### src/hw/core_settings.svh
`ifndef CORE_SETTINGS_SVH
`define CORE_SETTINGS_SVH

// ==================================================
// Core dimensions
// ==================================================

`define XLEN      32  // Data path and pc width.
`define REG_COUNT 16  // RV32E register file size.
`define REG_IDX_W 4   // Index width for REG_COUNT registers.

`endif

### src/hw/rv_isa_pkg.sv
package rv_isa_pkg;

    // ==================================================
    // Encodings taken from the instruction word
    // ==================================================

    typedef enum logic [6:0] {
        op_reg    = 7'b0110011,
        op_imm    = 7'b0010011,
        op_lui    = 7'b0110111,
        op_auipc  = 7'b0010111,
        op_jal    = 7'b1101111,
        op_jalr   = 7'b1100111,
        op_branch = 7'b1100011
    } opcode_e;

    typedef enum logic [2:0] {
        f3_add  = 3'b000,  // Also sub when funct7 selects the alternate op.
        f3_sll  = 3'b001,
        f3_slt  = 3'b010,
        f3_sltu = 3'b011,
        f3_xor  = 3'b100,
        f3_sr   = 3'b101,  // srl or sra.
        f3_or   = 3'b110,
        f3_and  = 3'b111
    } funct3_e;

    // ==================================================
    // Internal control codes
    // ==================================================

    typedef enum logic [3:0] {
        alu_add, alu_sub, alu_sll, alu_slt, alu_sltu, alu_xor,
        alu_srl, alu_sra, alu_or, alu_and, alu_pass_b
    } alu_op_e;

    typedef enum logic [2:0] {
        br_none, br_eq, br_ne, br_lt, br_ge, br_ltu, br_geu, br_always
    } branch_e;

endpackage

### src/hw/core_bus_pkg.sv
`include "core_settings.svh"

package core_bus_pkg;

    // ==================================================
    // Fetch to decode
    // ==================================================

    typedef struct packed {
        logic [`XLEN-1:0] pc;
        logic [`XLEN-1:0] inst;
    } fetch_t;

    // ==================================================
    // Decode to execute
    // ==================================================

    typedef struct packed {
        logic [`XLEN-1:0]      pc;
        logic [`XLEN-1:0]      src1;
        logic [`XLEN-1:0]      src2;
        logic [`XLEN-1:0]      imm;
        logic [`REG_IDX_W-1:0] rd;
        rv_isa_pkg::alu_op_e   alu_op;
        rv_isa_pkg::branch_e   branch;
        logic                  src1_is_pc;
        logic                  src2_is_imm;
        logic                  link;     // Writes pc+4 instead of the ALU result.
        logic                  reg_we;
        logic                  illegal;
    } decoded_t;

    // ==================================================
    // Execute to result, and the retire port
    // ==================================================

    typedef struct packed {
        logic [`XLEN-1:0]      pc;
        logic [`XLEN-1:0]      result;
        logic [`REG_IDX_W-1:0] rd;
        logic                  reg_we;
        logic                  illegal;
    } exec_t;

    typedef struct packed {
        logic [`XLEN-1:0]      pc;
        logic [`XLEN-1:0]      result;
        logic [`REG_IDX_W-1:0] rd;
        logic                  reg_we;
        logic                  illegal;
    } retire_t;

endpackage

### src/hw/decode_stage.sv
`include "core_settings.svh"

module decode_stage (
    input  logic                   clk,
    input  logic                   rst,
    input  logic                   in_valid,
    input  core_bus_pkg::fetch_t   in_fetch,
    output logic                   in_ready,
    input  logic                   out_ready,
    output logic                   advance,
    input  logic                   redirect_valid,
    input  logic                   exe_valid,
    input  core_bus_pkg::exec_t    exe,
    output logic [`REG_IDX_W-1:0]  rs1_idx,
    output logic [`REG_IDX_W-1:0]  rs2_idx,
    input  logic [`XLEN-1:0]       rs1_data,
    input  logic [`XLEN-1:0]       rs2_data,
    output logic                   dec_valid,
    output core_bus_pkg::decoded_t dec
);

    logic [6:0]             opcode;
    logic [2:0]             funct3;
    logic [6:0]             funct7;
    logic [4:0]             rd_f;
    logic [4:0]             rs1_f;
    logic [4:0]             rs2_f;
    logic [`XLEN-1:0]       imm_i;
    logic [`XLEN-1:0]       imm_b;
    logic [`XLEN-1:0]       imm_u;
    logic [`XLEN-1:0]       imm_j;
    logic                   fwd_rs1;
    logic                   fwd_rs2;
    logic [`XLEN-1:0]       src1_fwd;
    logic [`XLEN-1:0]       src2_fwd;
    logic                   known;
    logic                   uses_rs1;
    logic                   uses_rs2;
    logic                   uses_rd;
    core_bus_pkg::decoded_t dec_next;

    function automatic rv_isa_pkg::alu_op_e alu_from_funct3(input logic [2:0] f3,
                                                            input logic alt);
        case (f3)
            rv_isa_pkg::f3_add:  return alt ? rv_isa_pkg::alu_sub : rv_isa_pkg::alu_add;
            rv_isa_pkg::f3_sll:  return rv_isa_pkg::alu_sll;
            rv_isa_pkg::f3_slt:  return rv_isa_pkg::alu_slt;
            rv_isa_pkg::f3_sltu: return rv_isa_pkg::alu_sltu;
            rv_isa_pkg::f3_xor:  return rv_isa_pkg::alu_xor;
            rv_isa_pkg::f3_sr:   return alt ? rv_isa_pkg::alu_sra : rv_isa_pkg::alu_srl;
            rv_isa_pkg::f3_or:   return rv_isa_pkg::alu_or;
            default:             return rv_isa_pkg::alu_and;
        endcase
    endfunction

    assign advance  = out_ready;
    assign in_ready = out_ready;  // Ready passes straight back from the retire port.

    assign opcode = in_fetch.inst[6:0];
    assign funct3 = in_fetch.inst[14:12];
    assign funct7 = in_fetch.inst[31:25];
    assign rd_f   = in_fetch.inst[11:7];
    assign rs1_f  = in_fetch.inst[19:15];
    assign rs2_f  = in_fetch.inst[24:20];

    assign imm_i = {{20{in_fetch.inst[31]}}, in_fetch.inst[31:20]};
    assign imm_b = {{20{in_fetch.inst[31]}}, in_fetch.inst[7], in_fetch.inst[30:25],
                    in_fetch.inst[11:8], 1'b0};
    assign imm_u = {in_fetch.inst[31:12], 12'b0};
    assign imm_j = {{12{in_fetch.inst[31]}}, in_fetch.inst[19:12], in_fetch.inst[20],
                    in_fetch.inst[30:21], 1'b0};

    // ==================================================
    // Operand read with bypass from execute
    // ==================================================

    assign rs1_idx = rs1_f[`REG_IDX_W-1:0];
    assign rs2_idx = rs2_f[`REG_IDX_W-1:0];

    // The executing instruction commits on the same edge that captures this one.
    assign fwd_rs1  = exe_valid && exe.reg_we && (exe.rd == rs1_idx) && (rs1_idx != '0);
    assign fwd_rs2  = exe_valid && exe.reg_we && (exe.rd == rs2_idx) && (rs2_idx != '0);
    assign src1_fwd = fwd_rs1 ? exe.result : rs1_data;
    assign src2_fwd = fwd_rs2 ? exe.result : rs2_data;

    always_comb begin
        dec_next        = '0;
        dec_next.pc     = in_fetch.pc;
        dec_next.src1   = src1_fwd;
        dec_next.src2   = src2_fwd;
        dec_next.rd     = rd_f[`REG_IDX_W-1:0];
        dec_next.alu_op = rv_isa_pkg::alu_add;
        dec_next.branch = rv_isa_pkg::br_none;
        known           = 1'b1;
        uses_rs1        = 1'b0;
        uses_rs2        = 1'b0;
        uses_rd         = 1'b0;
        case (opcode)
            rv_isa_pkg::op_reg: begin
                uses_rs1        = 1'b1;
                uses_rs2        = 1'b1;
                uses_rd         = 1'b1;
                dec_next.alu_op = alu_from_funct3(funct3, funct7[5]);
                known = (funct7 == 7'h00) || ((funct7 == 7'h20) &&
                        (funct3 == rv_isa_pkg::f3_add || funct3 == rv_isa_pkg::f3_sr));
            end
            rv_isa_pkg::op_imm: begin
                uses_rs1             = 1'b1;
                uses_rd              = 1'b1;
                dec_next.src2_is_imm = 1'b1;
                dec_next.imm         = imm_i;
                dec_next.alu_op      = alu_from_funct3(funct3,
                                           (funct3 == rv_isa_pkg::f3_sr) && funct7[5]);
                if (funct3 == rv_isa_pkg::f3_sll) begin
                    known = (funct7 == 7'h00);
                end else if (funct3 == rv_isa_pkg::f3_sr) begin
                    known = (funct7 == 7'h00) || (funct7 == 7'h20);
                end
            end
            rv_isa_pkg::op_lui: begin
                uses_rd              = 1'b1;
                dec_next.src2_is_imm = 1'b1;
                dec_next.imm         = imm_u;
                dec_next.alu_op      = rv_isa_pkg::alu_pass_b;
            end
            rv_isa_pkg::op_auipc: begin
                uses_rd              = 1'b1;
                dec_next.src1_is_pc  = 1'b1;
                dec_next.src2_is_imm = 1'b1;
                dec_next.imm         = imm_u;
            end
            rv_isa_pkg::op_jal: begin
                uses_rd              = 1'b1;
                dec_next.src1_is_pc  = 1'b1;
                dec_next.src2_is_imm = 1'b1;
                dec_next.imm         = imm_j;
                dec_next.link        = 1'b1;
                dec_next.branch      = rv_isa_pkg::br_always;
            end
            rv_isa_pkg::op_jalr: begin
                uses_rs1             = 1'b1;
                uses_rd              = 1'b1;
                dec_next.src2_is_imm = 1'b1;
                dec_next.imm         = imm_i;
                dec_next.link        = 1'b1;
                dec_next.branch      = rv_isa_pkg::br_always;
                known                = (funct3 == 3'b000);
            end
            rv_isa_pkg::op_branch: begin
                uses_rs1             = 1'b1;
                uses_rs2             = 1'b1;
                dec_next.src1_is_pc  = 1'b1;  // The ALU forms pc plus the offset.
                dec_next.src2_is_imm = 1'b1;
                dec_next.imm         = imm_b;
                case (funct3)
                    3'b000:  dec_next.branch = rv_isa_pkg::br_eq;
                    3'b001:  dec_next.branch = rv_isa_pkg::br_ne;
                    3'b100:  dec_next.branch = rv_isa_pkg::br_lt;
                    3'b101:  dec_next.branch = rv_isa_pkg::br_ge;
                    3'b110:  dec_next.branch = rv_isa_pkg::br_ltu;
                    3'b111:  dec_next.branch = rv_isa_pkg::br_geu;
                    default: known = 1'b0;
                endcase
            end
            default: known = 1'b0;
        endcase
        dec_next.reg_we  = uses_rd;
        // RV32E has no registers above x15, so a set high index bit is illegal.
        dec_next.illegal = !known || (uses_rs1 && (|rs1_f[4:`REG_IDX_W])) ||
                           (uses_rs2 && (|rs2_f[4:`REG_IDX_W])) ||
                           (uses_rd && (|rd_f[4:`REG_IDX_W]));
    end

    always_ff @(posedge clk or posedge rst) begin
        if (rst) begin
            dec_valid <= 1'b0;
            dec       <= '0;
        end else if (advance) begin
            dec_valid <= in_valid && !redirect_valid;  // Wrong-path fetch is dropped.
            dec       <= dec_next;
        end
    end

endmodule

### src/hw/execute_stage.sv
`include "core_settings.svh"

module execute_stage (
    input  logic                   dec_valid,
    input  core_bus_pkg::decoded_t dec,
    input  logic                   advance,
    output logic                   exe_valid,
    output core_bus_pkg::exec_t    exe,
    output logic                   redirect_valid,
    output logic [`XLEN-1:0]       redirect_pc
);

    logic [`XLEN-1:0] op_a;
    logic [`XLEN-1:0] op_b;
    logic [4:0]       shamt;
    logic [`XLEN-1:0] alu_res;
    logic             lt_s;
    logic             lt_u;
    logic             taken;

    assign op_a  = dec.src1_is_pc ? dec.pc : dec.src1;
    assign op_b  = dec.src2_is_imm ? dec.imm : dec.src2;
    assign shamt = op_b[4:0];
    assign lt_s  = $signed(op_a) < $signed(op_b);
    assign lt_u  = op_a < op_b;

    // ==================================================
    // ALU
    // ==================================================

    always_comb begin
        case (dec.alu_op)
            rv_isa_pkg::alu_sub:    alu_res = op_a - op_b;
            rv_isa_pkg::alu_sll:    alu_res = op_a << shamt;
            rv_isa_pkg::alu_slt:    alu_res = {{(`XLEN-1){1'b0}}, lt_s};
            rv_isa_pkg::alu_sltu:   alu_res = {{(`XLEN-1){1'b0}}, lt_u};
            rv_isa_pkg::alu_xor:    alu_res = op_a ^ op_b;
            rv_isa_pkg::alu_srl:    alu_res = op_a >> shamt;
            rv_isa_pkg::alu_sra:    alu_res = $signed(op_a) >>> shamt;
            rv_isa_pkg::alu_or:     alu_res = op_a | op_b;
            rv_isa_pkg::alu_and:    alu_res = op_a & op_b;
            rv_isa_pkg::alu_pass_b: alu_res = op_b;
            default:                alu_res = op_a + op_b;
        endcase
    end

    // ==================================================
    // Branch resolution
    // ==================================================

    // The ALU holds the target, so the condition compares the raw register operands.
    always_comb begin
        case (dec.branch)
            rv_isa_pkg::br_eq:     taken = (dec.src1 == dec.src2);
            rv_isa_pkg::br_ne:     taken = (dec.src1 != dec.src2);
            rv_isa_pkg::br_lt:     taken = $signed(dec.src1) < $signed(dec.src2);
            rv_isa_pkg::br_ge:     taken = $signed(dec.src1) >= $signed(dec.src2);
            rv_isa_pkg::br_ltu:    taken = dec.src1 < dec.src2;
            rv_isa_pkg::br_geu:    taken = dec.src1 >= dec.src2;
            rv_isa_pkg::br_always: taken = 1'b1;
            default:               taken = 1'b0;
        endcase
    end

    assign redirect_valid = dec_valid && advance && taken && !dec.illegal;
    assign redirect_pc    = {alu_res[`XLEN-1:1], 1'b0};  // Bit 0 matters only for jalr.

    assign exe_valid   = dec_valid;
    assign exe.pc      = dec.pc;
    assign exe.result  = dec.link ? dec.pc + `XLEN'(4) : alu_res;
    assign exe.rd      = dec.rd;
    assign exe.reg_we  = dec.reg_we && !dec.illegal;
    assign exe.illegal = dec.illegal;

endmodule

### src/hw/result_stage.sv
`include "core_settings.svh"

module result_stage (
    input  logic                  clk,
    input  logic                  rst,
    input  logic                  advance,
    input  logic                  exe_valid,
    input  core_bus_pkg::exec_t   exe,
    input  logic [`REG_IDX_W-1:0] rs1_idx,
    input  logic [`REG_IDX_W-1:0] rs2_idx,
    output logic [`XLEN-1:0]      rs1_data,
    output logic [`XLEN-1:0]      rs2_data,
    output logic                  retire_valid,
    output core_bus_pkg::retire_t retire
);

    logic [`XLEN-1:0] regs [`REG_COUNT];

    // ==================================================
    // Register file and retire register
    // ==================================================

    always_ff @(posedge clk or posedge rst) begin
        if (rst) begin
            for (int i = 0; i < `REG_COUNT; i++) begin
                regs[i] <= '0;
            end
            retire_valid <= 1'b0;
            retire       <= '0;
        end else if (advance) begin
            retire_valid <= exe_valid;
            if (exe_valid) begin
                retire <= '{pc: exe.pc, result: exe.result, rd: exe.rd,
                            reg_we: exe.reg_we, illegal: exe.illegal};
                if (exe.reg_we && (exe.rd != '0)) begin
                    regs[exe.rd] <= exe.result;  // x0 is never written.
                end
            end
        end
    end

    assign rs1_data = (rs1_idx == '0) ? '0 : regs[rs1_idx];
    assign rs2_data = (rs2_idx == '0) ? '0 : regs[rs2_idx];

endmodule

### src/hw/core_top.sv
`include "core_settings.svh"

module core_top (
    input  logic                  clk,
    input  logic                  rst,
    input  logic                  in_valid,
    input  core_bus_pkg::fetch_t  in_fetch,
    output logic                  in_ready,
    input  logic                  out_ready,
    output logic                  retire_valid,
    output core_bus_pkg::retire_t retire,
    output logic                  redirect_valid,
    output logic [`XLEN-1:0]      redirect_pc
);

    logic                   advance;
    logic                   dec_valid;
    core_bus_pkg::decoded_t dec;
    logic                   exe_valid;
    core_bus_pkg::exec_t    exe;
    logic [`REG_IDX_W-1:0]  rs1_idx;
    logic [`REG_IDX_W-1:0]  rs2_idx;
    logic [`XLEN-1:0]       rs1_data;
    logic [`XLEN-1:0]       rs2_data;

    decode_stage decode_i (
        .clk            (clk),
        .rst            (rst),
        .in_valid       (in_valid),
        .in_fetch       (in_fetch),
        .in_ready       (in_ready),
        .out_ready      (out_ready),
        .advance        (advance),
        .redirect_valid (redirect_valid),
        .exe_valid      (exe_valid),
        .exe            (exe),
        .rs1_idx        (rs1_idx),
        .rs2_idx        (rs2_idx),
        .rs1_data       (rs1_data),
        .rs2_data       (rs2_data),
        .dec_valid      (dec_valid),
        .dec            (dec)
    );

    execute_stage execute_i (
        .dec_valid      (dec_valid),
        .dec            (dec),
        .advance        (advance),
        .exe_valid      (exe_valid),
        .exe            (exe),
        .redirect_valid (redirect_valid),
        .redirect_pc    (redirect_pc)
    );

    result_stage result_i (
        .clk            (clk),
        .rst            (rst),
        .advance        (advance),
        .exe_valid      (exe_valid),
        .exe            (exe),
        .rs1_idx        (rs1_idx),
        .rs2_idx        (rs2_idx),
        .rs1_data       (rs1_data),
        .rs2_data       (rs2_data),
        .retire_valid   (retire_valid),
        .retire         (retire)
    );

endmodule

### config.mk
export PLATFORM = sky130hd
export DESIGN_NAME = core_top
export DESIGN_NICKNAME = d
export VERILOG_FILES = /design/src/hw/rv_isa_pkg.sv /design/src/hw/core_bus_pkg.sv /design/src/hw/decode_stage.sv /design/src/hw/execute_stage.sv /design/src/hw/result_stage.sv /design/src/hw/core_top.sv
export VERILOG_INCLUDE_DIRS = /design/src /design/src/hw
export SDC_FILE = /design/constraint.sdc
export NUM_CORES = 2
export LEC_CHECK = 0
export ABC_AREA = 1
export BUFFER_PORTS_ARGS = -buffer_cell sky130_fd_sc_hd__buf_2
export CAP_MARGIN = 15
export CORE_ASPECT_RATIO = 2
export CORE_MARGIN = 1
export CORE_UTILIZATION = 30
export CTS_CLUSTER_DIAMETER = 150
export DETAILED_ROUTE_END_ITERATION = 6
export HOLD_SLACK_MARGIN = 0.03
export PLACE_DENSITY = 0.44
export SYNTH_ARGS = -nofsm -noshare
export SYNTH_HDL_FRONTEND = slang
export SYNTH_HIERARCHICAL = 1
export SYNTH_SLANG_ARGS = --single-unit
### constraint.sdc
create_clock -name clk -period 51.8 [get_ports clk]
set_input_delay 7.77 -clock clk [delete_from_list [all_inputs] [get_ports clk]]
set_output_delay 7.77 -clock clk [all_outputs]
set_load 0.02 [all_outputs]
==> results.py <==
metrics = {
    "sta": {
        "setup_tns_ns": 0,
        "worst_pin_slew_ns": 1.22,
        "drv_slew": 0,
        "maxSlewHeadroom_pct": 17.7,
        "fmax_ghz": 0.0615,
        "rsz0062_at_grt": "no",
        "setup_violations": 0,
        "finalCriticalPeriod_ns": 16.27,
        "hold_viol": 0,
        "worst_clock_skew_ns": 0.0331,
        "timing.final.crit_share_pct": 31.4,
        "hold_slack_ns": 0.374,
    },
    "global_routing": {
        "grt_max_degree": 132,
        "antenna_found_initial": 24,
        "overflow": 0,
        "grt_pass1_wl_mm": 402,
        "groute.usage.overall_pct": 31.6,
        "grt_pass1_vias": 54300,
    },
    "logic_synthesis": {
        "synthSimpleGateAreaFrac_pct": 38.5,
        "synth.distinct_cells": 59,
        "synth_compound_area_share_pct": 10.3,
        "ys_warn_count": 6,
        "synth-seq-cells": 728,
        "synth-xor-area-share_pct": 0.528,
        "synth_fa_ha_area_share_pct": 3.14,
        "yosys-top-cells-count": "nand2_1 (3220), nand3_1 (1218), inv_1 (1033)",
        "synth_top_area_share_pct": 34.3,
        "synth_edf_count": 0,
        "synthesis.nets": 8610,
        "synth.top_cells.by_area": "dfrtp_1 (34%), nand2_1 (23%), nand3_1 (11%)",
        "synth_largest_area_cell": "dfrtp_1",
        "synth_cells": 8410,
        "synth_mux_area_share_pct": 0,
        "yosysMostFrequentCell": "nand2_1",
        "synth_top_family_by_area": "simple AND/OR/NAND/NOR gates",
        "synthArstFlopShare_pct": 100,
        "ys.flop_type": "dfrtp_1",
        "synth_area_per_cell_um2": 6.31,
        "synth_area_um2": 53100,
        "seq_area_frac_synth_pct": 34.3,
    },
    "routing": {
        "dr.pass1.iters": 6,
        "drc": 0,
        "drtAntennaViolNets": 0,
        "wl_per_cell_um": 27.0,
        "drt_iter0_markers": 4804,
        "vias_per_cell": 5.25,
        "routed_wl_mm": 285,
        "via_count": 55500,
    },
    "cts": {
        "cts_tree": "built",
        "cts_made_buffers": 71,
        "clk_pin_slew_worst_paths_ns": 0.06,
        "clkLatencyLatePin_ns": 0.68,
        "h-tree-depth": 3,
        "cts.root.buffer_cell": "clkbuf_16",
        "post-cts-setup-buffers": 0,
        "clockBufferDepth": 3,
        "postCtsHoldBufs": 0,
        "clock-sinks": 728,
        "cts-resized-gates": 0,
    },
    "power_and_ir_drop": {
        "totalPowerFinal_mw": 1.84,
        "p_per_area_nw_per_um2": 32.0,
        "peakVddDrop_mv": 0.0192,
        "power_leakage_nw": 29.8,
    },
    "die": {
        "num_rows": 218,
        "core_area_um2": 176000,
        "die_area_um2": 179000,
        "io-pin-count": 173,
        "fp.dieH_um": 597,
        "start_util_pct": 30.2,
        "chipWidth_um": 299,
    },
    "setup_path": {
        "startpoint_type": "primary input",
        "path_class": "in2out",
        "arrival_ns": 8.50,
        "crit_required_ns": 44.03,
        "cp-end-kind": "primary output",
        "cp_max_fo": 3,
    },
    "final_layout": {
        "final_cells": 10600,
        "fillCellCount": 19600,
        "area_growth_syn_to_layout_pct": 8.31,
        "layout-drive-gt1-share_pct": 6.99,
        "fin_nets": 8401,
        "fin_util_pct": 32.7,
    },
    "run": {
        "maxCapViolCount": 0,
    },
    "placed_design": {
        "dp.cells": 10400,
        "io_buffers": 171,
        "routabilityCongestion": 1.08,
        "dp_hpwl_mm": 199,
    },
    "outcome": {
        "status": "complete, no violations",
    },
    "worst_hold_path": {
        "hp-class": "reg2reg",
    },
}
-- metal layers --
layer | vias up | GRT usage, % | share of wire [%]
li1 | 26000 | - | -
met1 | 26500 | 30.0 | 32
met2 | 2094 | 55.3 | 50
met3 | 873 | 6.46 | 5.7
met4 | 20 | 32.2 | 12
met5 | - | 0 | 0.049
-- through the flow --
step	instance area [um^2]	setup slack (ns)
2_1_floorplan	53100	27.72
6_report	57500	35.53
3_5_place_dp	55000	35.53
4_1_cts	57400	35.53
5_1_grt	57400	35.50
3_3_place_gp	55000	35.35
-- placed cells by master, fill, tap and decap left out, types with 8 or more instances in the layout --
cell type,instances
buf_2,166
o21ai_2,40
clkbuf_16,71
nor3_1,33
xnor2_1,10
dfrtp_1,728
o22ai_1,38
o211ai_1,13
nor2_1,238
diode_2,9
clkbuf_1,13
o21ai_1,245
inv_1,1025
nor2_2,13
nand4_1,40
xor2_1,22
ha_1,130
buf_4,127
nand3_1,1217
nor4_1,9
clkbuf_8,10
inv_2,13
o21a_1,12
a21oi_1,215
or2_0,9
or2_2,23
o21ai_0,393
nand2_2,10
nand2_1,3219
bufinv_16,8
clkinv_2,18
o21bai_1,12
nand2_4,12
-- flip-flops by register name, summed over array words and instances (netlist names) --
| signal | cells |
|---|---|
| result_i/regs | 512 |
| result_i/retire | 70 |
| decode_i/dec | 144 |
| decode_i/dec_valid | 1 |
| result_i/retire_valid | 1 |
-- area by class of cell --
class / instances / area, um^2 / area share (%)
multi-input cells: 6047 / 28000 / 48.8
flip-flops and latches: 728 / 18200 / 31.7
inverters: 1053 / 4000 / 6.97
well taps: 2310 / 2890 / 5.03
clock buffers: 94 / 1960 / 3.42
repair buffers: 300 / 1890 / 3.29
clock inverters: 36 / 448 / 0.780
diodes: 9 / 22.5 / 0.0392
-- path summary, 6_finish.rpt --
| check | startpoint | end | slack, ns | depth (start not counted) |
|---|---|---|---|---|
| worst max-delay path | out_ready | redirect_valid | 35.53 | 6 |
| worst min-delay path | result_i/regs[480] | result_i/regs[480] | 0.37 | 0 |
| worst max register to register | decode_i/dec[3] | result_i/regs[287] | 45.70 | 24 |
| worst min register to register | result_i/regs[480] | result_i/regs[480] | 0.37 | 0 |
| max in group asynchronous | rst | result_i/regs[218] | 41.74 | 5 |
| min in group asynchronous | rst | decode_i/dec[112] | 7.17 | 2 |
-- critical path: stages --
cell,delay [ns]
buf_4,0.09
nand2_1,0.05
nor2_1,0.11
o21ai_0,0.11
nor2_1,0.18
buf_2,0.20
-- where the power goes --
| part | internal [mW] | switching (mW) | total [mW] |
|---|---|---|---|
| sequential | 0.594 | 0.0263 | 0.620 |
| clock | 0.310 | 0.259 | 0.569 |
| combinational | 0.141 | 0.508 | 0.649 |
| total | 1.04 | 0.793 | 1.84 |
-- cell families after synthesis --
logic type,Yosys count
XOR/XNOR,32
buffers and inverters,1635
adder cells (fa/ha/maj),132
flip-flops,728
AND/OR/NAND/NOR,4869
AO/OA/AOI/OAI,1013
other,1
(Power assumes the default switching activity.)
